**config.mk**
```make
export PLATFORM = sky130hd
export DESIGN_NAME = console_buffer_flat
export DESIGN_NICKNAME = d
export VERILOG_FILES = /design/src/rtl/mmc_pkg.sv /design/src/rtl/bus_if.sv /design/src/rtl/console_buffer.sv /design/src/flat_wrapper.sv
export SDC_FILE = /design/constraint.sdc
export NUM_CORES = 2
export LEC_CHECK = 0
export ABC_AREA = 1
export BUFFER_PORTS_ARGS = -buffer_cell sky130_fd_sc_hd__buf_2
export CAP_MARGIN = 10
export CELL_PAD_IN_SITES_DETAIL_PLACEMENT = 1
export CELL_PAD_IN_SITES_GLOBAL_PLACEMENT = 2
export CORE_MARGIN = 2
export CORE_UTILIZATION = 44
export DETAILED_ROUTE_END_ITERATION = 16
export PLACE_DENSITY_LB_ADDON = 0.1
export SLEW_MARGIN = 30
export SYNTH_ARGS = -nofsm -noshare
export SYNTH_HDL_FRONTEND = slang
export SYNTH_SLANG_ARGS = --single-unit
```
**constraint.sdc**
```tcl
create_clock -name clk -period 2.37 [get_ports clk]
set_input_delay 0.474 -clock clk [delete_from_list [all_inputs] [get_ports clk]]
set_output_delay 0.474 -clock clk [all_outputs]
set_load 0.01 [all_outputs]
```
**src/rtl/mmc_pkg.sv**
```systemverilog
package mmc_pkg;

  // ram region
  localparam logic [31:0] mem_addr_lo     = 32'h0000_0000;
  localparam logic [31:0] mem_addr_hi     = 32'h0000_03FF;

  // gpio regions both served by gpio_slave
  localparam logic [31:0] led_addr_lo     = 32'hC000_0000;
  localparam logic [31:0] led_addr_hi     = 32'hC000_FFFF;
  localparam logic [31:0] keys_addr_lo    = 32'hC100_0000;
  localparam logic [31:0] keys_addr_hi    = 32'hC100_FFFF;

  // console character buffer with one word per entry
  localparam logic [31:0] console_addr_lo = 32'hC301_4000;
  localparam logic [31:0] console_addr_hi = 32'hC301_44FC;

  localparam int ram_words       = 256; // 1 KiB of words
  localparam int console_entries = 320;
  localparam int led_width       = 8;

  typedef enum logic [2:0] {
    region_ram,
    region_gpio_led,
    region_gpio_keys,
    region_console,
    region_none
  } region_e;

endpackage

```
**src/rtl/bus_if.sv**
```systemverilog
`timescale 1ns/1ps

interface bus_if;

  logic        req;     // one-cycle request pulse
  logic        write;
  logic [31:0] addr;    // rebased to region
  logic [31:0] data;
  logic [3:0]  rd_mask;
  logic [3:0]  wr_mask;
  logic        ack;     // one-cycle pulse
  logic [31:0] rdata;   // valid with ack only

  modport master (
    output req,
    output write,
    output addr,
    output data,
    output rd_mask,
    output wr_mask,
    input  ack,
    input  rdata
  );

  modport slave (
    input  req,
    input  write,
    input  addr,
    input  data,
    input  rd_mask,
    input  wr_mask,
    output ack,
    output rdata
  );

endinterface

```
**src/rtl/console_buffer.sv**
```systemverilog
`timescale 1ns/1ps

module console_buffer (
  input  logic  clk,
  input  logic  rst,
  bus_if.slave  bus
);

  logic [7:0]                                 mem [mmc_pkg::console_entries];
  logic [$clog2(mmc_pkg::console_entries)-1:0] idx;
  logic [$clog2(mmc_pkg::console_entries)-1:0] rd_idx;
  logic                                       rd_write;
  logic                                       pend;

  assign idx = bus.addr[$clog2(mmc_pkg::console_entries)+1:2];

  always_ff @(posedge clk)
  begin
    if (bus.req && bus.write && bus.wr_mask[0])
      mem[idx] <= bus.data[7:0];
  end

  // first stage latches the index
  always_ff @(posedge clk)
  begin
    if (bus.req)
    begin
      rd_idx   <= idx;
      rd_write <= bus.write;
    end
  end

  always_ff @(posedge clk)
  begin
    if (pend)
      bus.rdata <= rd_write ? 32'h0 : {24'h0, mem[rd_idx]};
  end

  always_ff @(posedge clk)
  begin
    if (rst)
    begin
      pend    <= 1'b0;
      bus.ack <= 1'b0;
    end
    else
    begin
      pend    <= bus.req;
      bus.ack <= pend;
    end
  end

  a_req_to_ack: assert property (@(posedge clk) disable iff (rst)
    bus.req |-> ##2 bus.ack);
  a_ack_from_req: assert property (@(posedge clk) disable iff (rst)
    bus.ack |-> $past(bus.req, 2));

endmodule

```
**src/flat_wrapper.sv**
```systemverilog
// flat-port wrapper written by rule: the top's interface ports become plain ports
module console_buffer_flat 
  (clk, rst, bus_req, bus_write, bus_addr, bus_data, bus_rd_mask, bus_wr_mask, bus_ack, bus_rdata);
  bus_if bus_i ();
  input  logic clk;
  input  logic rst;
  input wire logic [$bits(bus_i.req)-1:0] bus_req;
  input wire logic [$bits(bus_i.write)-1:0] bus_write;
  input wire logic [$bits(bus_i.addr)-1:0] bus_addr;
  input wire logic [$bits(bus_i.data)-1:0] bus_data;
  input wire logic [$bits(bus_i.rd_mask)-1:0] bus_rd_mask;
  input wire logic [$bits(bus_i.wr_mask)-1:0] bus_wr_mask;
  output wire logic [$bits(bus_i.ack)-1:0] bus_ack;
  output wire logic [$bits(bus_i.rdata)-1:0] bus_rdata;
  assign bus_i.req = bus_req;
  assign bus_i.write = bus_write;
  assign bus_i.addr = bus_addr;
  assign bus_i.data = bus_data;
  assign bus_i.rd_mask = bus_rd_mask;
  assign bus_i.wr_mask = bus_wr_mask;
  assign bus_ack = bus_i.ack;
  assign bus_rdata = bus_i.rdata;
  console_buffer u_core (.clk(clk), .rst(rst), .bus(bus_i));
endmodule
```
==> flow_results.xml <==
<?xml version="1.0" encoding="UTF-8"?>
<metrics>
  <group name="grt">
    <metric name="largest_net_degree_at_the_start_of_global_routing" unit="">72</metric>
    <metric name="grt.overflow.total" unit="">0</metric>
    <metric name="via_count_of_the_first_global_routing_pass" unit="">76500</metric>
    <metric name="antenna_found_initial" unit="">20</metric>
    <metric name="grt_pass1_wl" unit="µm">524000</metric>
    <metric name="track_usage" unit="">0.294</metric>
  </group>
  <group name="floorplanning">
    <metric name="die_x" unit="µm">492</metric>
    <metric name="fp.dieArea" unit="mm²">0.242</metric>
    <metric name="num_rows" unit="">178</metric>
    <metric name="die-height" unit="µm">492</metric>
    <metric name="num_io_pins" unit="">109</metric>
    <metric name="floorplan.core_area" unit="mm²">0.236</metric>
    <metric name="initial_core_util" unit="">0.443</metric>
  </group>
  <group name="timing">
    <metric name="max-slew-margin-rel" unit="">0.509</metric>
    <metric name="grt_setup_unrepaired" unit="">yes</metric>
    <metric name="finalCriticalPeriod" unit="ns">2.79</metric>
    <metric name="finalHoldViolCount" unit="">0</metric>
    <metric name="timing.final.setup_violations" unit="">8</metric>
    <metric name="fmax" unit="MHz">359</metric>
    <metric name="layout_worst_path_cycle_share" unit="">1.18</metric>
    <metric name="slew_worst_pin" unit="ns">0.736</metric>
    <metric name="finalMaxSlewViolations" unit="">0</metric>
    <metric name="worst_clock_skew" unit="ns">0.0586</metric>
    <metric name="post-route-worst-setup-slack" unit="ns">-0.417</metric>
  </group>
  <group name="worst_hold_path">
    <metric name="hold_class" unit="">in -&gt; reg</metric>
    <metric name="whs_path_depth" unit="">1</metric>
  </group>
  <group name="routing">
    <metric name="dr.pass1.iters" unit="">5</metric>
    <metric name="detail_route.iter0.violations" unit="">6797</metric>
    <metric name="antenna_left" unit="">0</metric>
    <metric name="wire_per_inst" unit="µm">27.6</metric>
    <metric name="detailroute.via_count" unit="">73900</metric>
    <metric name="route.final.wire_length" unit="µm">358000</metric>
    <metric name="route.detailed.drc" unit="">0</metric>
    <metric name="viasPerCell" unit="">5.70</metric>
  </group>
  <group name="critical_path">
    <metric name="r2r.worst_path.cells" unit="">15</metric>
    <metric name="timing_worst_setup_path_type" unit="">reg -&gt; reg</metric>
    <metric name="timing.critical_path.required" unit="ns">3.02</metric>
    <metric name="crit_path_end_kind" unit="">flop</metric>
    <metric name="setup.worst_path.start_class" unit="">flop</metric>
    <metric name="path_cells" unit="">buf_4 -&gt; inv_16 -&gt; buf_4 -&gt; buf_16 -&gt; buf_4 -&gt; nand3_1 -&gt; nand3_1 -&gt; nand3_1 -&gt; nand3_1 -&gt; nand3_2 -&gt; nand3_2 -&gt; nand3_1 -&gt; buf_4 -&gt; nand2_1 -&gt; a21oi_1</metric>
    <metric name="cp_common_cell" unit="">nand3_1</metric>
    <metric name="crit_arrival" unit="ns">3.43</metric>
    <metric name="cp_slowest_cell" unit="">edfxtp_1</metric>
    <metric name="critical_path_peak_fanout" unit="">13</metric>
    <metric name="critical_path.max_stage_delay" unit="ns">0.41</metric>
  </group>
  <group name="flow_run">
    <metric name="max_cap_violation_count" unit="">0</metric>
  </group>
  <group name="cells_and_area">
    <metric name="final_layout_size_suffix_gt1_frac" unit="">0.189</metric>
    <metric name="commonest_non_fill_non_tap_cell_in_the_layout" unit="">edfxtp_1</metric>
    <metric name="final_design_area_no_fill" unit="mm²">0.129</metric>
    <metric name="final_core_utilization" unit="">0.547</metric>
    <metric name="area_growth_from_synthesis_to_final_layout" unit="%">23.3</metric>
    <metric name="finalNonFillerCells" unit="">13000</metric>
    <metric name="nets" unit="">9672</metric>
    <metric name="final_cell_mix" unit="">edfxtp_1 (2578), nand2_1 (2244), nand3_1 (1991)</metric>
  </group>
  <group name="power_and_ir_drop">
    <metric name="power.static_leakage" unit="nW">46.8</metric>
    <metric name="power.total" unit="W">0.106</metric>
    <metric name="maximum_resistive_drop_on_vdd" unit="mV">0.760</metric>
    <metric name="pwr_density_cell" unit="mW/mm²">819</metric>
  </group>
  <group name="run_status">
    <metric name="run_status" unit="">complete, but fails checks</metric>
    <metric name="violations" unit="">setup timing</metric>
  </group>
  <group name="clock_network">
    <metric name="clk_path_buf_depth" unit="">4</metric>
    <metric name="clk_lat_worst_skew" unit="ns">0.94</metric>
    <metric name="ctsRootBufferMaster" unit="">clkbuf_16</metric>
    <metric name="clock_tree.htree_level_count" unit="">5</metric>
    <metric name="sinks_on_clock_net" unit="">2580</metric>
    <metric name="inserted_clock_buffers" unit="">297</metric>
    <metric name="tritoncts" unit="">done</metric>
    <metric name="clk_pin_slew" unit="ns">0.06</metric>
  </group>
  <group name="yosys">
    <metric name="synth.yosys.seq_area_share" unit="">0.740</metric>
    <metric name="number_of_distinct_library_cells_after_synthesis" unit="">21</metric>
    <metric name="yosys_register_bits" unit="">2580</metric>
    <metric name="ys.flop_type" unit="">edfxtp_1</metric>
    <metric name="syn-instance-count" unit="">8636</metric>
    <metric name="asyncSetResetFlopFracSynth" unit="">0</metric>
    <metric name="yosysWarningCount" unit="">0</metric>
    <metric name="postSynthAreaPerCell" unit="µm²">12.1</metric>
    <metric name="mappedNetlistArea" unit="mm²">0.105</metric>
    <metric name="synth_edf_count" unit="">2578</metric>
  </group>
  <group name="placed_design">
    <metric name="placed_cells" unit="">12400</metric>
    <metric name="detailedPlace.worstSlack" unit="ns">-1.02</metric>
    <metric name="globalplace.congestion" unit="">0.860</metric>
    <metric name="dpl-instance-area" unit="mm²">0.117</metric>
    <metric name="io_buffer_count" unit="">30</metric>
    <metric name="dp_hpwl" unit="µm">228000</metric>
  </group>
</metrics>
flip-flops by register name, summed over array words and instances, names as in the netlist:
register          cells
u_core.bus.ack        1
u_core.rd_write       1
u_core.rd_idx         9
u_core.pend           1
u_core.bus.rdata      8
u_core.mem         2560
path summary, 6_finish.rpt:
path,end,startpoint,slack [ns]
hold reg to reg,u_core.bus.ack,u_core.pend,0.68
setup / recovery,u_core.bus.rdata[5],u_core.rd_idx[1],-0.42
setup reg to reg,u_core.bus.rdata[5],u_core.rd_idx[1],-0.42
hold / removal,u_core.mem[207][0],bus_data[0],0.05
routing by layer:
layer,track usage,wire length [µm]
met5,0,13
met4,0.108,14700
met3,0.0377,21100
met2,0.482,171000
met1,0.403,152000
logic make-up (layout without fill, tap and decap cells):
kind of cell | after synthesis | in the layout | synth area share
buffers and inverters | 668 | 1813 | 0.0343
DFF | 2580 | 2580 | 0.740
AOI/OAI and AO/OA | 384 | 384 | 0.0198
and+or+nand+nor | 5003 | 5003 | 0.205
other | 1 | 30 | 0.0000359
area by class of cell:
cell class | instances | area (µm²)
fillers | 23700 | 107000
flip-flops and latches | 2580 | 77500
multi-input cells | 5411 | 24900
repair buffers | 1275 | 13300
clock buffers | 351 | 7810
well taps | 3150 | 3940
clock inverters | 156 | 1400
inverters | 29 | 165
repair inverters | 2 | 25.0
diodes | 6 | 15.0
what timing repair did:
item                       in CTS  in global routing
setup endpoints to repair       8                  8
pin swaps                      22                  4
hold buffers                   18                  0
resized for setup             273                 30
buffers inserted               27                  3
hold endpoints to repair      141                  0
gates cloned                   28                  1
critical path, delay by kind of cell (launching register included):
kind	cells	cell delay, ns
and+or+nand+nor	8	1.03
AOI/OAI and AO/OA	1	0.05
buffers and inverters	6	0.98
DFF	1	0.41
report_power, final:
group / switching [W] / leakage, nW / internal [W]
sequential: 0.0000589 / 23.2 / 0.0502
clock: 0.0182 / 4.53 / 0.0262
combinational: 0.00712 / 19.1 / 0.00379
total: 0.0253 / 46.8 / 0.0802
per-stage QoR:
step / TNS [ns] / hold WS, ns
after global placement: -6.46 / 0.647
after detailed placement: -6.73 / 0.651
after floorplan: 0 / 0.527
final: -3.21 / 0.0533
after global routing: -3.92 / 0.0165
after CTS: -2.90 / 0.00211
synthesized netlist by cell type (2+ instances only):
cell	number	area, µm²
buf_1	63	236
inv_2	3	11.3
inv_1	24	90.1
o21ai_0	222	1110
clkbuf_1	167	627
edfxtp_1	2578	77400
buf_6	40	450
nor3_1	6	30.0
nand2_1	2273	8530
a21oi_1	16	80.1
o21ai_1	26	130
dfxtp_1	2	40.0
nor2_1	571	2140
o22ai_1	120	751
nand3_1	2153	10800
buf_2	247	1240
buf_4	121	908
(Power assumes the default switching activity.)
