$ cat src/rtl/mmc_pkg.sv
package mmc_pkg;

  // ram region
  localparam logic [31:0] mem_addr_lo     = 32'h0000_0000;
  localparam logic [31:0] mem_addr_hi     = 32'h0000_03FF;

  // gpio regions both served by gpio_slave
  localparam logic [31:0] led_addr_lo     = 32'hC000_0000;
  localparam logic [31:0] led_addr_hi     = 32'hC000_FFFF;
  localparam logic [31:0] keys_addr_lo    = 32'hC100_0000;
  localparam logic [31:0] keys_addr_hi    = 32'hC100_FFFF;

  // console character buffer with one word per entry
  localparam logic [31:0] console_addr_lo = 32'hC301_4000;
  localparam logic [31:0] console_addr_hi = 32'hC301_44FC;

  localparam int ram_words       = 256; // 1 KiB of words
  localparam int console_entries = 320;
  localparam int led_width       = 8;

  typedef enum logic [2:0] {
    region_ram,
    region_gpio_led,
    region_gpio_keys,
    region_console,
    region_none
  } region_e;

endpackage

$ cat src/rtl/bus_if.sv
`timescale 1ns/1ps

interface bus_if;

  logic        req;     // one-cycle request pulse
  logic        write;
  logic [31:0] addr;    // rebased to region
  logic [31:0] data;
  logic [3:0]  rd_mask;
  logic [3:0]  wr_mask;
  logic        ack;     // one-cycle pulse
  logic [31:0] rdata;   // valid with ack only

  modport master (
    output req,
    output write,
    output addr,
    output data,
    output rd_mask,
    output wr_mask,
    input  ack,
    input  rdata
  );

  modport slave (
    input  req,
    input  write,
    input  addr,
    input  data,
    input  rd_mask,
    input  wr_mask,
    output ack,
    output rdata
  );

endinterface

$ cat src/rtl/mmc.sv
`timescale 1ns/1ps

module mmc (
  input  logic        clk,
  input  logic        rst,
  input  logic        cpu_req,
  input  logic        cpu_write,
  input  logic [31:0] cpu_addr,
  input  logic [31:0] cpu_wdata,
  input  logic [3:0]  cpu_rd_mask,
  input  logic [3:0]  cpu_wr_mask,
  output logic        cpu_ack,
  output logic [31:0] cpu_rdata,
  bus_if.master       ram_bus,
  bus_if.master       gpio_bus,
  bus_if.master       console_bus
);

  mmc_pkg::region_e region;
  logic             null_ack;
  logic             outstanding;

  always_comb
  begin
    region = mmc_pkg::region_none;
    if (cpu_addr >= mmc_pkg::mem_addr_lo && cpu_addr <= mmc_pkg::mem_addr_hi)
      region = mmc_pkg::region_ram;
    else if (cpu_addr >= mmc_pkg::led_addr_lo && cpu_addr <= mmc_pkg::led_addr_hi)
      region = mmc_pkg::region_gpio_led;
    else if (cpu_addr >= mmc_pkg::keys_addr_lo && cpu_addr <= mmc_pkg::keys_addr_hi)
      region = mmc_pkg::region_gpio_keys;
    else if (cpu_addr >= mmc_pkg::console_addr_lo && cpu_addr <= mmc_pkg::console_addr_hi)
      region = mmc_pkg::region_console;
  end

  assign ram_bus.req     = cpu_req && (region == mmc_pkg::region_ram);
  assign gpio_bus.req    = cpu_req && (region == mmc_pkg::region_gpio_led ||
                                       region == mmc_pkg::region_gpio_keys);
  assign console_bus.req = cpu_req && (region == mmc_pkg::region_console);

  assign ram_bus.addr     = cpu_addr - mmc_pkg::mem_addr_lo;
  assign gpio_bus.addr    = (region == mmc_pkg::region_gpio_keys) ?
                            ((cpu_addr - mmc_pkg::keys_addr_lo) | 32'h0001_0000) :
                            (cpu_addr - mmc_pkg::led_addr_lo); // bit 16 marks keys
  assign console_bus.addr = cpu_addr - mmc_pkg::console_addr_lo;

  assign ram_bus.write       = cpu_write;
  assign ram_bus.data        = cpu_wdata;
  assign ram_bus.rd_mask     = cpu_rd_mask;
  assign ram_bus.wr_mask     = cpu_wr_mask;
  assign gpio_bus.write      = cpu_write;
  assign gpio_bus.data       = cpu_wdata;
  assign gpio_bus.rd_mask    = cpu_rd_mask;
  assign gpio_bus.wr_mask    = cpu_wr_mask;
  assign console_bus.write   = cpu_write;
  assign console_bus.data    = cpu_wdata;
  assign console_bus.rd_mask = cpu_rd_mask;
  assign console_bus.wr_mask = cpu_wr_mask;

  always_comb
  begin
    cpu_ack   = 1'b0;
    cpu_rdata = '0;
    if (ram_bus.ack)
    begin
      cpu_ack   = 1'b1;
      cpu_rdata = ram_bus.rdata;
    end
    else if (gpio_bus.ack)
    begin
      cpu_ack   = 1'b1;
      cpu_rdata = gpio_bus.rdata;
    end
    else if (console_bus.ack)
    begin
      cpu_ack   = 1'b1;
      cpu_rdata = console_bus.rdata;
    end
    else if (null_ack)
      cpu_ack = 1'b1; // unmapped address returns zero data
  end

  always_ff @(posedge clk)
  begin
    if (rst)
    begin
      null_ack    <= 1'b0;
      outstanding <= 1'b0;
    end
    else
    begin
      null_ack <= cpu_req && (region == mmc_pkg::region_none);
      if (cpu_req)
        outstanding <= 1'b1;
      else if (cpu_ack)
        outstanding <= 1'b0;
    end
  end

  a_one_ack: assert property (@(posedge clk) disable iff (rst)
    $onehot0({ram_bus.ack, gpio_bus.ack, console_bus.ack, null_ack}));

  a_no_overlap: assert property (@(posedge clk) disable iff (rst)
    cpu_req |-> !outstanding);

endmodule

$ cat src/flat_wrapper.sv
// flat-port wrapper written by rule: the top's interface ports become plain ports
module mmc_flat 
  (clk, rst, cpu_req, cpu_write, cpu_addr, cpu_wdata, cpu_rd_mask, cpu_wr_mask, cpu_ack, cpu_rdata, ram_bus_req, ram_bus_write, ram_bus_addr, ram_bus_data, ram_bus_rd_mask, ram_bus_wr_mask, ram_bus_ack, ram_bus_rdata, gpio_bus_req, gpio_bus_write, gpio_bus_addr, gpio_bus_data, gpio_bus_rd_mask, gpio_bus_wr_mask, gpio_bus_ack, gpio_bus_rdata, console_bus_req, console_bus_write, console_bus_addr, console_bus_data, console_bus_rd_mask, console_bus_wr_mask, console_bus_ack, console_bus_rdata);
  bus_if ram_bus_i ();
  bus_if gpio_bus_i ();
  bus_if console_bus_i ();
  input  logic clk;
  input  logic rst;
  input  logic cpu_req;
  input  logic cpu_write;
  input  logic [31:0] cpu_addr;
  input  logic [31:0] cpu_wdata;
  input  logic [3:0] cpu_rd_mask;
  input  logic [3:0] cpu_wr_mask;
  output logic cpu_ack;
  output logic [31:0] cpu_rdata;
  output wire logic [$bits(ram_bus_i.req)-1:0] ram_bus_req;
  output wire logic [$bits(ram_bus_i.write)-1:0] ram_bus_write;
  output wire logic [$bits(ram_bus_i.addr)-1:0] ram_bus_addr;
  output wire logic [$bits(ram_bus_i.data)-1:0] ram_bus_data;
  output wire logic [$bits(ram_bus_i.rd_mask)-1:0] ram_bus_rd_mask;
  output wire logic [$bits(ram_bus_i.wr_mask)-1:0] ram_bus_wr_mask;
  input wire logic [$bits(ram_bus_i.ack)-1:0] ram_bus_ack;
  input wire logic [$bits(ram_bus_i.rdata)-1:0] ram_bus_rdata;
  output wire logic [$bits(gpio_bus_i.req)-1:0] gpio_bus_req;
  output wire logic [$bits(gpio_bus_i.write)-1:0] gpio_bus_write;
  output wire logic [$bits(gpio_bus_i.addr)-1:0] gpio_bus_addr;
  output wire logic [$bits(gpio_bus_i.data)-1:0] gpio_bus_data;
  output wire logic [$bits(gpio_bus_i.rd_mask)-1:0] gpio_bus_rd_mask;
  output wire logic [$bits(gpio_bus_i.wr_mask)-1:0] gpio_bus_wr_mask;
  input wire logic [$bits(gpio_bus_i.ack)-1:0] gpio_bus_ack;
  input wire logic [$bits(gpio_bus_i.rdata)-1:0] gpio_bus_rdata;
  output wire logic [$bits(console_bus_i.req)-1:0] console_bus_req;
  output wire logic [$bits(console_bus_i.write)-1:0] console_bus_write;
  output wire logic [$bits(console_bus_i.addr)-1:0] console_bus_addr;
  output wire logic [$bits(console_bus_i.data)-1:0] console_bus_data;
  output wire logic [$bits(console_bus_i.rd_mask)-1:0] console_bus_rd_mask;
  output wire logic [$bits(console_bus_i.wr_mask)-1:0] console_bus_wr_mask;
  input wire logic [$bits(console_bus_i.ack)-1:0] console_bus_ack;
  input wire logic [$bits(console_bus_i.rdata)-1:0] console_bus_rdata;
  assign ram_bus_req = ram_bus_i.req;
  assign ram_bus_write = ram_bus_i.write;
  assign ram_bus_addr = ram_bus_i.addr;
  assign ram_bus_data = ram_bus_i.data;
  assign ram_bus_rd_mask = ram_bus_i.rd_mask;
  assign ram_bus_wr_mask = ram_bus_i.wr_mask;
  assign ram_bus_i.ack = ram_bus_ack;
  assign ram_bus_i.rdata = ram_bus_rdata;
  assign gpio_bus_req = gpio_bus_i.req;
  assign gpio_bus_write = gpio_bus_i.write;
  assign gpio_bus_addr = gpio_bus_i.addr;
  assign gpio_bus_data = gpio_bus_i.data;
  assign gpio_bus_rd_mask = gpio_bus_i.rd_mask;
  assign gpio_bus_wr_mask = gpio_bus_i.wr_mask;
  assign gpio_bus_i.ack = gpio_bus_ack;
  assign gpio_bus_i.rdata = gpio_bus_rdata;
  assign console_bus_req = console_bus_i.req;
  assign console_bus_write = console_bus_i.write;
  assign console_bus_addr = console_bus_i.addr;
  assign console_bus_data = console_bus_i.data;
  assign console_bus_rd_mask = console_bus_i.rd_mask;
  assign console_bus_wr_mask = console_bus_i.wr_mask;
  assign console_bus_i.ack = console_bus_ack;
  assign console_bus_i.rdata = console_bus_rdata;
  mmc u_core (.clk(clk), .rst(rst), .cpu_req(cpu_req), .cpu_write(cpu_write), .cpu_addr(cpu_addr), .cpu_wdata(cpu_wdata), .cpu_rd_mask(cpu_rd_mask), .cpu_wr_mask(cpu_wr_mask), .cpu_ack(cpu_ack), .cpu_rdata(cpu_rdata), .ram_bus(ram_bus_i), .gpio_bus(gpio_bus_i), .console_bus(console_bus_i));
endmodule
$ cat config.mk
export PLATFORM = sky130hd
export DESIGN_NAME = mmc_flat
export DESIGN_NICKNAME = d
export VERILOG_FILES = /design/src/rtl/mmc_pkg.sv /design/src/rtl/bus_if.sv /design/src/rtl/mmc.sv /design/src/flat_wrapper.sv
export SDC_FILE = /design/constraint.sdc
export NUM_CORES = 1
export LEC_CHECK = 0
export BUFFER_PORTS_ARGS = -buffer_cell sky130_fd_sc_hd__buf_4
export CAP_MARGIN = 0
export CORE_AREA = 2 2 168 170
export DETAILED_ROUTE_END_ITERATION = 7
export DIE_AREA = 0 0 170 172
export PLACE_DENSITY = 0.34
export SLEW_MARGIN = 20
export SYNTH_ARGS = -nofsm -noshare
export SYNTH_HDL_FRONTEND = slang
export SYNTH_SLANG_ARGS = --single-unit
$ cat constraint.sdc
create_clock -name clk -period 2.8 [get_ports clk]
set_input_delay 0.14 -clock clk [delete_from_list [all_inputs] [get_ports clk]]
set_output_delay 0.14 -clock clk [all_outputs]
set_load 0.02 [all_outputs]
==> results.md <==
- Status: completed
- RSZ-0062 raised after global routing: true
- Critical path endpoint category: output port
- DRT Pass-1 Iters: 4
- CP delay by family, top: simple AND/OR/NAND/NOR gates
- Max IR drop VDD: 0.0000690 V
- Slew @ Worst Pin: 594 ps
- Minimum clock period: between 2000 and 3000 ps
- Yosys cell types: 40
- Layout area overhead: 36.7%
- Avg WL per Cell: 15.1 um
- GPL Wtd Cong: 0.720
- First DRT Iteration DRCs: 82
- Yosys warnings: 0
- Arr. time, crit path: ~2600 ps
- Vias in the first global route: about 2800
- Clock Power Share: 0%
- Seq cells post-synth: 1
- Final Hold Fails: 0
- Asr flop ratio synth: 0%
- Die area: 29200 um2
- Critical Path RT: 2660 ps
- Largest Register: u_core.null_ack
- Max-Slew Margin vs Limit: 60.2%
- First-pass GRT wire length: 17200 um
- I/O pin total: between 400 and 500
- Leakage: 1.90 nW
- Site Rows: slightly above 60
- Pwr Density: 186 nW/um2
- Sw Ratio: 51.6%
- Initial antenna violation count: 1
- Post-layout util: 14.4%
- Ranking of synthesized cells by area: buf_4, a22oi_1, o21ai_0
- CP max FO: 3
- Gate power share: 97.8%
- GR Util All Layers: 7.55%
- F_max: 0.363 GHz
- Avg Cell Area, Syn: around 6.7 um2
- Final Cycle Share: 98.4%
- Largest stage delay on the critical path: 540 ps
- Layout cell share with drive strength beyond 1: ~58%
- Die Wd: 170 um
- Residual DRC count: 0
- Yosys top cell area share: 49.6%
- Sequential Power Share: 2.2%
- Number of flops mapped to enable cells by yosys: 0
- Worst path cell trace: buf_6, or4_4, or4b_4, o41ai_4, nand4b_4, nor3b_4, mux2_4, buf_6
- Synth Cell Area: 2900 um2
- Antenna Violating Nets Remaining: 0
- Slowest CP cell: or4b_4
- Fill cells: between 3000 and 4000
- Post-Place Cells: 846
- Initial Utilization: 10.6%
- Port Buf Inserts: about 270
- Routed via count: 2945
- CP Buf/Inv Count: 2
- Synth Flop Type: dfxtp_1
- Maxcap violations: 0
- Top flop regs: u_core.null_ack: 1 flops
- Internal power: between 300 and 400 uW
- Drt total wl: 12800 um
- Startpoint Class: primary input
- Mapped Nets: a little over 600
- DR vias/cell: between 3 and 4
- Post-layout nets: between 600 and 700
- Register area share after synthesis: 0.689%
- Cell repeated most along the worst path: buf_6
- Max reg flops: 1
- HPWL after DPL: 11100 um
- Sw Pwr: ~380 uW
- Dominant cell type by area after synthesis: buf_4
- Slew Limit Fails: 0
- GRT overflow: 0
- Critical path class: in -> out
- Core Area: 27500 um2
- Post-Syn Instances: 431
- Die height: 172 um
- Fin cells: about 850
- Hold Crit Class: in -> out
- Largest net degree at the start of global routing: 66
- # setup viols final: 0
==> path summary, 6_finish.rpt <==
kind / start / endpoint / slack (ps) / cells after the start
worst max-delay path: cpu_addr[12] / gpio_bus_addr[31] / 50 / 8
worst min-delay path: cpu_wdata[26] / gpio_bus_data[26] / 280 / 0
==> power by group through the flow <==
stage	clock network, mW	registers (mW)	logic (mW)
finish	0.000000955	0.0162	0.723
global route	0	0.0164	0.777
CTS	0	0.0163	0.730
detailed placement	0	0.0163	0.726
global placement	0	0.0162	0.732
floorplan	0	0.0155	0.632
==> cell type report <==
cell class	count	area [um2]	area share, %
Timing Repair Buffer	280	2120	53.3
Multi-Input combinational cell	210	1360	34.2
Tap cell	346	433	10.9
Inverter	11	41.3	1.04
Sequential cell	1	20.0	0.504
Antenna cell	1	2.50	0.0630
==> metrics by stage <==
step | TNS, ps | setup WS, ps | cell area [um2] | power [mW] | hold slack [ps]
floorplan | 0 | 187 | 2900 | 0.648 | 219
global placement | -28.6 | -20.8 | 3920 | 0.749 | 280
detailed placement | -61.6 | -40.2 | 3920 | 0.743 | 280
CTS | 0 | 9.92 | 3930 | 0.747 | 280
global route | -60.2 | -43.2 | 3970 | 0.794 | 280
finish | 0 | 45.5 | 3970 | 0.739 | 280
==> cells by family after synthesis <==
kind of cell | share of synthesized area, %
buffers and inverters | 53.3
AOI/OAI and AO/OA | 19.5
adders and majority gates | 4.31
muxes | 0.862
xor gates and xnor gates | 4.83
DFF | 0.689
and+or+nand+nor | 16.6
==> per-layer routing <==
| metal | wire, um | GRT usage [%] | share of wire (%) | vias up |
|---|---|---|---|---|
| met5 | 40 | 1.04 | 0.31 | - |
| met2 | 5660 | 11.6 | 44 | 247 |
| met1 | 5140 | 9.61 | 40 | 1286 |
| met3 | 1980 | 4.42 | 15 | 2 |
| met4 | 0 | 0.0743 | 0 | 2 |
| li1 | - | - | - | 1408 |
==> synth_stat cells, drive strengths merged (5+ instances only) <==
master,number
nor2,14
clkbuf,17
nand2,44
xnor2,11
nor4,6
a21oi,5
o21ai,38
inv,11
xor2,5
nand3,6
nor3,6
ha,10
nand4,6
a22oi,31
buf,192
==> layout by cell type, fill, tap and decap left out, types with 2 or more instances in the layout <==
cell type and n:
buf_4 276, nand3_1 6, inv_1 11, or4_1 2, a21oi_1 5, nor2_1 14, nor3_1 6, buf_6 4
nand2_1 44, nand4_1 6, o21ai_0 38, nand3b_1 2, o211ai_1 2, xor2_1 5, xnor2_1 10, ha_1 10
a22oi_1 31, nor4_1 6
==> timing repair <==
action / in CTS / in global routing
setup endpoints to repair: 2 / 5
buffers inserted: 0 / 2
gates resized for setup: 1 / 5
pin swaps: 2 / 5
hold buffers: 0 / 0
No activity file was read; power rests on OpenSTA's default activity.
