===== src/rtl/mmc_pkg.sv =====
package mmc_pkg;

  // ram region
  localparam logic [31:0] mem_addr_lo     = 32'h0000_0000;
  localparam logic [31:0] mem_addr_hi     = 32'h0000_03FF;

  // gpio regions both served by gpio_slave
  localparam logic [31:0] led_addr_lo     = 32'hC000_0000;
  localparam logic [31:0] led_addr_hi     = 32'hC000_FFFF;
  localparam logic [31:0] keys_addr_lo    = 32'hC100_0000;
  localparam logic [31:0] keys_addr_hi    = 32'hC100_FFFF;

  // console character buffer with one word per entry
  localparam logic [31:0] console_addr_lo = 32'hC301_4000;
  localparam logic [31:0] console_addr_hi = 32'hC301_44FC;

  localparam int ram_words       = 256; // 1 KiB of words
  localparam int console_entries = 320;
  localparam int led_width       = 8;

  typedef enum logic [2:0] {
    region_ram,
    region_gpio_led,
    region_gpio_keys,
    region_console,
    region_none
  } region_e;

endpackage


===== src/rtl/bus_if.sv =====
`timescale 1ns/1ps

interface bus_if;

  logic        req;     // one-cycle request pulse
  logic        write;
  logic [31:0] addr;    // rebased to region
  logic [31:0] data;
  logic [3:0]  rd_mask;
  logic [3:0]  wr_mask;
  logic        ack;     // one-cycle pulse
  logic [31:0] rdata;   // valid with ack only

  modport master (
    output req,
    output write,
    output addr,
    output data,
    output rd_mask,
    output wr_mask,
    input  ack,
    input  rdata
  );

  modport slave (
    input  req,
    input  write,
    input  addr,
    input  data,
    input  rd_mask,
    input  wr_mask,
    output ack,
    output rdata
  );

endinterface


===== src/rtl/gpio_slave.sv =====
`timescale 1ns/1ps

module gpio_slave (
  input  logic                          clk,
  input  logic                          rst,
  bus_if.slave                          bus,
  input  logic [mmc_pkg::led_width-1:0] keys,
  output logic [mmc_pkg::led_width-1:0] leds
);

  logic [mmc_pkg::led_width-1:0] key_meta;
  logic [mmc_pkg::led_width-1:0] key_sync;
  logic                          sel_keys;

  assign sel_keys = bus.addr[16];

  // two-flop synchronizer
  always_ff @(posedge clk)
  begin
    key_meta <= keys;
    key_sync <= key_meta;
  end

  always_ff @(posedge clk)
  begin
    if (rst)
      leds <= '0;
    else if (bus.req && bus.write && !sel_keys && bus.wr_mask[0])
      leds <= bus.data[mmc_pkg::led_width-1:0];
  end

  always_ff @(posedge clk)
  begin
    if (bus.req)
    begin
      if (bus.write)
        bus.rdata <= 32'h0;
      else if (sel_keys)
        bus.rdata <= {{(32-mmc_pkg::led_width){1'b0}}, key_sync};
      else
        bus.rdata <= {{(32-mmc_pkg::led_width){1'b0}}, leds};
    end
  end

  always_ff @(posedge clk)
  begin
    if (rst)
      bus.ack <= 1'b0;
    else
      bus.ack <= bus.req; // key writes acked too
  end

endmodule


===== src/flat_wrapper.sv =====
// flat-port wrapper written by rule: the top's interface ports become plain ports
module gpio_slave_flat 
  (clk, rst, keys, leds, bus_req, bus_write, bus_addr, bus_data, bus_rd_mask, bus_wr_mask, bus_ack, bus_rdata);
  bus_if bus_i ();
  input  logic clk;
  input  logic rst;
  input  logic [mmc_pkg::led_width-1:0] keys;
  output logic [mmc_pkg::led_width-1:0] leds;
  input wire logic [$bits(bus_i.req)-1:0] bus_req;
  input wire logic [$bits(bus_i.write)-1:0] bus_write;
  input wire logic [$bits(bus_i.addr)-1:0] bus_addr;
  input wire logic [$bits(bus_i.data)-1:0] bus_data;
  input wire logic [$bits(bus_i.rd_mask)-1:0] bus_rd_mask;
  input wire logic [$bits(bus_i.wr_mask)-1:0] bus_wr_mask;
  output wire logic [$bits(bus_i.ack)-1:0] bus_ack;
  output wire logic [$bits(bus_i.rdata)-1:0] bus_rdata;
  assign bus_i.req = bus_req;
  assign bus_i.write = bus_write;
  assign bus_i.addr = bus_addr;
  assign bus_i.data = bus_data;
  assign bus_i.rd_mask = bus_rd_mask;
  assign bus_i.wr_mask = bus_wr_mask;
  assign bus_ack = bus_i.ack;
  assign bus_rdata = bus_i.rdata;
  gpio_slave u_core (.clk(clk), .rst(rst), .bus(bus_i), .keys(keys), .leds(leds));
endmodule

===== config.mk =====
export PLATFORM = sky130hd
export DESIGN_NAME = gpio_slave_flat
export DESIGN_NICKNAME = d
export VERILOG_FILES = /design/src/rtl/mmc_pkg.sv /design/src/rtl/bus_if.sv /design/src/rtl/gpio_slave.sv /design/src/flat_wrapper.sv
export SDC_FILE = /design/constraint.sdc
export NUM_CORES = 1
export LEC_CHECK = 0
export BUFFER_PORTS_ARGS = -buffer_cell sky130_fd_sc_hd__clkbuf_2
export CORE_MARGIN = 5
export CORE_UTILIZATION = 32
export CTS_CLUSTER_SIZE = 40
export DETAILED_ROUTE_END_ITERATION = 16
export PLACE_DENSITY_LB_ADDON = 0.1
export SETUP_SLACK_MARGIN = 0.15
export SYNTH_ARGS = -nofsm -noshare
export SYNTH_HDL_FRONTEND = slang
export SYNTH_SLANG_ARGS = --single-unit

===== constraint.sdc =====
create_clock -name clk -period 0.9 [get_ports clk]
set_input_delay 0.135 -clock clk [delete_from_list [all_inputs] [get_ports clk]]
set_output_delay 0.135 -clock clk [all_outputs]
set_load 0.01 [all_outputs]

==> results of run 1 <==
## synth_stat cells
library cell	number	share of area
buf_6	2	0.018
nor2_1	8	0.024
edfxtp_1	8	0.19
nor2b_1	1	0.0050
buf_4	24	0.14
conb_1	1	0.0030
clkbuf_1	1	0.0030
dfxtp_1	25	0.40
nand2b_1	16	0.079
and4b_1	1	0.0079
clkbuf_2	1	0.0040
mux2i_1	16	0.13
## stage by stage
stage / setup slack, ps / std cells
final: -16.94 / 217
after global routing: -62.55 / 217
after CTS: -44.68 / 214
after detailed placement: -62.31 / 191
after global placement: -55.23 / 191
after floorplan: 25.64 / 127
## per-layer routing
metal,wire length [um],share of wire,track usage,up-vias
li1,-,-,-,412
met3,269,0.11,0.05785,7
met2,1096,0.46,0.1413,45
met5,0,0,0,-
met1,971,0.41,0.1135,367
met4,44,0.018,0.04918,0
## cells in the final DEF, fill, tap and decap left out, types with 5 or more instances in the layout
cell | netlist | final
clkbuf_2 | 1 | 29
conb_1 | 1 | 24
buf_6 | 2 | 17
nand2b_1 | 16 | 16
mux2i_1 | 16 | 16
dfxtp_1 | 25 | 16
dfxtp_2 | 0 | 9
nor2_1 | 8 | 8
dlygate4sd3_1 | 0 | 8
edfxtp_1 | 8 | 8
buf_4 | 24 | 7
clkbuf_8 | 0 | 5
## final timing paths
| kind | start | end | slack [ps] |
|---|---|---|---|
| worst max-delay path | u_core.bus.rdata[0]$_SDFFCE_PP0P_ | bus_rdata[0] | -20 |
| worst min-delay path | bus_data[3] | u_core.leds[3]$_SDFFE_PP0P_ | 90 |
| worst max register to register | u_core.leds[5]$_SDFFE_PP0P_ | u_core.bus.rdata[5]$_SDFFCE_PP0P_ | 40 |
| worst min register to register | u_core.key_meta[5]$_DFF_P_ | u_core.key_sync[5]$_DFF_P_ | 330 |
## cells by family (layout without fill, tap and decap cells)
group / after synthesis / in the layout / synth area share
muxes: 16 / 16 / 0.1269
DFF: 33 / 33 / 0.5867
buffers and inverters: 28 / 70 / 0.1675
and+or+nand+nor: 26 / 26 / 0.1160
other: 1 / 24 / 0.002970
## registers in the layout, indices dropped and copies added (netlist names)
register and count:
u_core.bus.ack 1, u_core.bus.rdata 8, u_core.key_meta 8, u_core.key_sync 8
u_core.leds 8
## area by class of cell
class                      count  area (sq um)  area share
sequential                    33         752.0      0.4229
clock buffer                   8         80.08     0.04504
tap                           48         60.06     0.03378
multi-input combinational     66         396.6      0.2231
timing repair buffer          62         489.2      0.2752
## timing repair
item                                    CTS  global route
pin swaps                                 6             5
endpoints found under the setup margin   20            26
gates resized for setup                  15            20
gates cloned                              0             0
buffers inserted                          7             3
endpoints found under the hold margin     8             0
hold buffers                              8             0
## report_power, final
group	internal (W)	total [W]	switching (W)
Sequential	0.00159	0.00161	0.0000216
Combinational	0.000160	0.000309	0.000149
Clock	0.000548	0.00102	0.000472
==> flow_summary.json, run 1 <==
{
  "finClkSkew_ps": 2.112,
  "clock_latency_ps": 280,
  "seq_area_frac_synth": 0.5867,
  "ff2ff_path_depth": 3,
  "status": "complete, but fails checks",
  "crit_family": "flip-flops",
  "cts_tree": "built",
  "p_leak_nw": 0.8351,
  "drc": 0,
  "fp.dieW_um": 72.81,
  "synth.distinct_cells": 12,
  "port_buffers": 38,
  "routedWlPerCell_um": 10.98,
  "gr-usage-all-layers": 0.09765,
  "grt_pass1_wl_mm": 3.760,
  "critPathLaunchType": "flop",
  "cp_max_fo": 1,
  "final_nets": 252,
  "crit_chain": "clkbuf_2",
  "numCtsBuffers": 5,
  "setup_viol": 6,
  "maxSlewViolCount": 0,
  "syn-mean-instance-area_sq_um": 12.14,
  "violations": "setup timing",
  "syn-instance-count": 104,
  "rows": 22,
  "gp_congestion": 0.6441,
  "critPathCaptureType": "output port",
  "cp_slowest_cell": "edfxtp_1",
  "synth_seq_cells": 33,
  "drive_above_1_share": 0.4024,
  "fin_ws_ps": -16.94,
  "total_power_w": 0.002941,
  "syn_to_final_growth_pct": 40.83,
  "rsz0062_at_grt": "yes",
  "die_y_um": 72.81,
  "antenna_found_initial": 0,
  "whs_ps": 88.76,
  "cp.depth": 1,
  "cap_violations": 0,
  "ir_drop_mv": 0.9427,
  "core_area_sq_mm": 0.003744,
  "holdCritPathClass": "in2reg",
  "hold_depth": 3,
  "clk_pin_slew_worst_paths_ps": 60,
  "fin_crit_ps": 916.9,
  "start_util": 0.3372,
  "critical_path_class": "reg2out",
  "viasPerCell": 3.829,
  "drtAntennaViolNets": 0,
  "synth_warnings": 0,
  "n_antenna_cell": 0,
  "wl_mm": 2.382,
  "fillers": 363,
  "cts_root_buf": "clkbuf_8",
  "cts_sinks": 33,
  "design_area_sq_mm": 0.001778,
  "firstDrtPassIters": 4,
  "dieArea_sq_mm": 0.005301,
  "cts_buffer_depth": 2,
  "cp_data_arrival_time_ps": 780,
  "first_global_vias": 796,
  "setup_tns_ps": -62.17,
  "first_iter_violations": 40,
  "dpl_cell_area_sq_mm": 0.001445,
  "hold_viol_final": 0,
  "io_pins": 125,
  "final_util": 0.4749,
  "period_share": 1.019,
  "required_ps": 760,
  "grt_max_degree": 18,
  "max_freq_mhz": 1091,
  "critPathMaxStageDelay_ps": 370,
  "dp_hpwl_mm": 1.753,
  "syn_area_sq_mm": 0.001262,
  "grt_overflow": 0,
  "vias": 831,
  "power-per-cell-area_mw_per_mm2": 1654,
  "crit_buf_inv": 1,
  "cts.htree.levels": 2
}
Note: power is estimated with default switching activity, not from simulation.
==> run 2, diff against run 1 <==
Settings changed: CORE_UTILIZATION 32 to 38.
Clock period 0.9 ns to 1.1 ns, I/O delays scaled along.
==> flow_summary.json, run 2 (synthesis results as in run 1) <==
{
  "crit_family": "flip-flops",
  "cts.htree.levels": 2,
  "start_util": 0.3844,
  "power-per-cell-area_mw_per_mm2": 1280,
  "clk_pin_slew_worst_paths_ps": 100,
  "fin_crit_ps": 1018,
  "required_ps": 940,
  "period_share": 0.9257,
  "max_freq_mhz": 982.1,
  "final_cell_mix": "28 x clkbuf_2, 24 x conb_1, 17 x dfxtp_1",
  "final_util": 0.5124,
  "crit_path_start": "u_core.bus.rdata[2]$_SDFFCE_PP0P_",
  "die_y_um": 67.64,
  "setup_tns_ps": 0,
  "r2r_start": "u_core.leds[1]$_SDFFE_PP0P_",
  "drive_above_1_share": 0.3841,
  "grt_pass1_wl_mm": 3.408,
  "ff2ff_path_depth": 3,
  "rr_endpoint": "u_core.bus.rdata[1]$_SDFFCE_PP0P_",
  "crit_chain": "clkbuf_2",
  "io_pins": 125,
  "firstDrtPassIters": 2,
  "setup_viol": 0,
  "fp.dieW_um": 67.64,
  "wl_mm": 2.243,
  "syn_to_final_growth_pct": 33.30,
  "cp_slowest_cell": "edfxtp_1",
  "r2r_slack_ps": 230,
  "crit_buf_inv": 1,
  "hold_depth": 3,
  "cp-endpoint": "bus_rdata[2]",
  "hold_viol_final": 0,
  "cts_root_buf": "clkbuf_4",
  "dieArea_sq_mm": 0.004575,
  "gp_congestion": 0.6280,
  "cp.depth": 1,
  "viasPerCell": 3.886,
  "rsz0062_at_grt": "yes",
  "port_buffers": 38,
  "critPathCaptureType": "output port",
  "design_area_sq_mm": 0.001683,
  "critPathMaxStageDelay_ps": 390,
  "first_iter_violations": 11,
  "vias": 816,
  "first_global_vias": 786,
  "ir_drop_mv": 0.5978,
  "finClkSkew_ps": 8.864,
  "numCtsBuffers": 5,
  "drtAntennaViolNets": 0,
  "gr-usage-all-layers": 0.1048,
  "n_antenna_cell": 0,
  "cp_max_fo": 1,
  "critical_path_class": "reg2out",
  "rows": 21,
  "place_inst": 187,
  "instances_no_fill": 210,
  "worstHoldStart": "bus_data[7]",
  "routedWlPerCell_um": 10.68,
  "drc": 0,
  "grt_max_degree": 18,
  "maxSlewViolCount": 0,
  "cap_violations": 0,
  "cp_data_arrival_time_ps": 850,
  "antenna_found_initial": 0,
  "grt_overflow": 0,
  "core_area_sq_mm": 0.003284,
  "p_leak_nw": 0.7952,
  "cts_tree": "built",
  "final_nets": 247,
  "cts_sinks": 33,
  "dpl_cell_area_sq_mm": 0.001440,
  "final_common_cell": "clkbuf_2",
  "status": "complete, no violations",
  "critPathLaunchType": "flop",
  "clock_latency_ps": 320,
  "holdCritPathClass": "in2reg",
  "cts_buffer_depth": 2
}
-- run 2: how the worst min path moves through the flow --
stage | endpoint | slack [ps]
6_report | u_core.leds[7]$_SDFFE_PP0P_ | 70
5_1_grt | u_core.leds[6]$_SDFFE_PP0P_ | 60
4_1_cts | u_core.leds[7]$_SDFFE_PP0P_ | 50
3_5_place_dp | u_core.key_meta[6]$_DFF_P_ | 270
3_3_place_gp | u_core.key_meta[7]$_DFF_P_ | 270
2_1_floorplan | u_core.key_meta[0]$_DFF_P_ | 190
-- run 2: metrics by stage --
| stage | total power, W | hold slack, ps | worst slack, ps |
|---|---|---|---|
| 2_1_floorplan | 0.001517 | 192.7 | 187.7 |
| 3_3_place_gp | 0.001544 | 269.3 | 123.3 |
| 3_5_place_dp | 0.001547 | 269.7 | 79.60 |
| 4_1_cts | 0.002182 | 49.98 | 61.31 |
| 5_1_grt | 0.002275 | 61.29 | 29.89 |
| 6_report | 0.002154 | 68.08 | 81.77 |
-- run 2: layout make-up --
class                   count  area (sq um)
fillers                   326          1602
clock inverters             3         12.51
clock buffers               5         37.54
flip-flops and latches     33         750.7
repair buffers             57         427.9
multi-input cells          66         396.6
well taps                  46         57.56
-- run 2: timing repair --
action / CTS / global route
setup buffers: 7 / 0
endpoints found under the setup margin: 16 / 17
hold buffers: 8 / 0
pin swaps: 0 / 0
resized for setup: 8 / 18
hold endpoints to repair: 8 / 0
cloned: 0 / 0
-- run 2: layer usage --
layer	share of wire	routed length [um]	GRT usage
met1	0.37	840	0.1224
met2	0.50	1121	0.1604
met3	0.11	254	0.03827
met4	0.012	27	0.06835
met5	0	0	0
-- run 2: power by group --
group / switching (W) / internal (W) / leakage, nW
clock network: 0.000367 / 0.000231 / 0.0300
registers: 0.0000157 / 0.00130 / 0.295
logic: 0.000120 / 0.000122 / 0.470
total: 0.000503 / 0.00165 / 0.795
==> run 3, diff against run 2 <==
Settings changed: CORE_MARGIN 5 to unset, SETUP_SLACK_MARGIN 0.15 to unset.
==> flow_summary.json, run 3 (synthesis results as in run 1) <==
{
  "whs_ps": 70.67,
  "n_antenna_cell": 0,
  "die_y_um": 59.64,
  "clk_pin_slew_worst_paths_ps": 90,
  "cts_tree": "built",
  "fp.dieW_um": 59.64,
  "first_global_vias": 701,
  "viasPerCell": 3.940,
  "setup_tns_ps": 0,
  "dp_hpwl_mm": 1.447,
  "grt_pass1_wl_mm": 3.160,
  "hold_viol_final": 0,
  "cts.htree.levels": 2,
  "required_ps": 940,
  "cp_data_arrival_time_ps": 850,
  "grt_max_degree": 18,
  "cap_violations": 0,
  "cp_max_fo": 1,
  "finClkSkew_ps": 4.606,
  "status": "complete, no violations",
  "gp_congestion": 0.7164,
  "rsz0062_at_grt": "no",
  "first_iter_violations": 11,
  "setup_viol": 0,
  "rows": 20,
  "crit_buf_inv": 1,
  "maxSlewViolCount": 0,
  "critPathLaunchType": "flop",
  "io_pins": 125,
  "syn_to_final_growth_pct": 24.28,
  "cp_slowest_cell": "edfxtp_1",
  "crit_family": "flip-flops",
  "cts_sinks": 33,
  "grt_overflow": 0,
  "clock_latency_ps": 320,
  "drive_above_1_share": 0.3185,
  "port_buffers": 38,
  "final_nets": 241,
  "final_common_cell": "clkbuf_2",
  "power-per-cell-area_mw_per_mm2": 1398,
  "start_util": 0.4069,
  "crit_chain": "clkbuf_2",
  "numCtsBuffers": 5,
  "critPathCaptureType": "output port",
  "cts_buffer_depth": 2,
  "p_leak_nw": 0.7426,
  "fin_crit_ps": 1012,
  "final_cell_mix": "38 x clkbuf_2, 24 x conb_1, 24 x dfxtp_1",
  "vias": 792,
  "period_share": 0.9199,
  "firstDrtPassIters": 2,
  "critPathMaxStageDelay_ps": 390,
  "core_area_sq_mm": 0.003103,
  "wl_mm": 2.007,
  "routedWlPerCell_um": 9.985,
  "antenna_found_initial": 0,
  "gr-usage-all-layers": 0.1327,
  "dieArea_sq_mm": 0.003557,
  "drtAntennaViolNets": 0,
  "critical_path_class": "reg2out",
  "fillers": 306,
  "max_freq_mhz": 988.3,
  "cts_root_buf": "clkbuf_4",
  "ir_drop_mv": 0.7105,
  "drc": 0,
  "holdCritPathClass": "in2reg"
}
-- run 3: metal layers --
layer	wire (um)	share of wire	up-vias	global-route usage
met2	866	0.43	54	0.2016
met4	31	0.015	0	0.08970
li1	-	-	395	-
met1	914	0.46	341	0.1431
met3	195	0.097	2	0.06769
met5	0	0	-	0
-- run 3: power breakdown --
part | internal (W) | switching [W]
Combinational | 0.000106 | 0.000116
Sequential | 0.00130 | 0.0000159
Clock | 0.000301 | 0.000358
-- run 3: what timing repair did --
| item | 4_1_cts | 5_1_grt |
|---|---|---|
| buffers inserted | 0 | 0 |
| setup endpoints to repair | 0 | 1 |
| endpoints found under the hold margin | 8 | 0 |
| resized for setup | 0 | 1 |
| hold buffers | 8 | 0 |
-- run 3: path summary, 6_finish.rpt --
kind	startpoint	end	slack, ps	cells past startpoint
hold / removal	bus_data[0]	u_core.leds[0]$_SDFFE_PP0P_	70	3
setup / recovery	u_core.bus.rdata[7]$_SDFFCE_PP0P_	bus_rdata[7]	90	1
setup reg to reg	u_core.leds[7]$_SDFFE_PP0P_	u_core.bus.rdata[7]$_SDFFCE_PP0P_	350	2
hold reg to reg	u_core.key_meta[0]$_DFF_P_	u_core.key_sync[0]$_DFF_P_	330	0
-- run 3: layout make-up --
cell class / count / area [sq um] / share of cell area
clock buffers: 7 / 55.05 / 0.03509
multi-input cells: 66 / 396.6 / 0.2528
flip-flops and latches: 33 / 742.0 / 0.4729
well taps: 44 / 55.05 / 0.03509
repair buffers: 51 / 320.3 / 0.2041
-- run 3: through the flow --
step	setup WS, ps	instances	util	total power [W]	cell area (sq um)
3_3_place_gp	155.4	186	0.4617	0.001539	1433
4_1_cts	52.27	201	0.5052	0.002234	1568
3_5_place_dp	130.4	186	0.4617	0.001544	1433
6_report	88.16	201	0.5056	0.002194	1569
5_1_grt	26.40	201	0.5056	0.002316	1569
2_1_floorplan	187.7	127	-	0.001517	1349
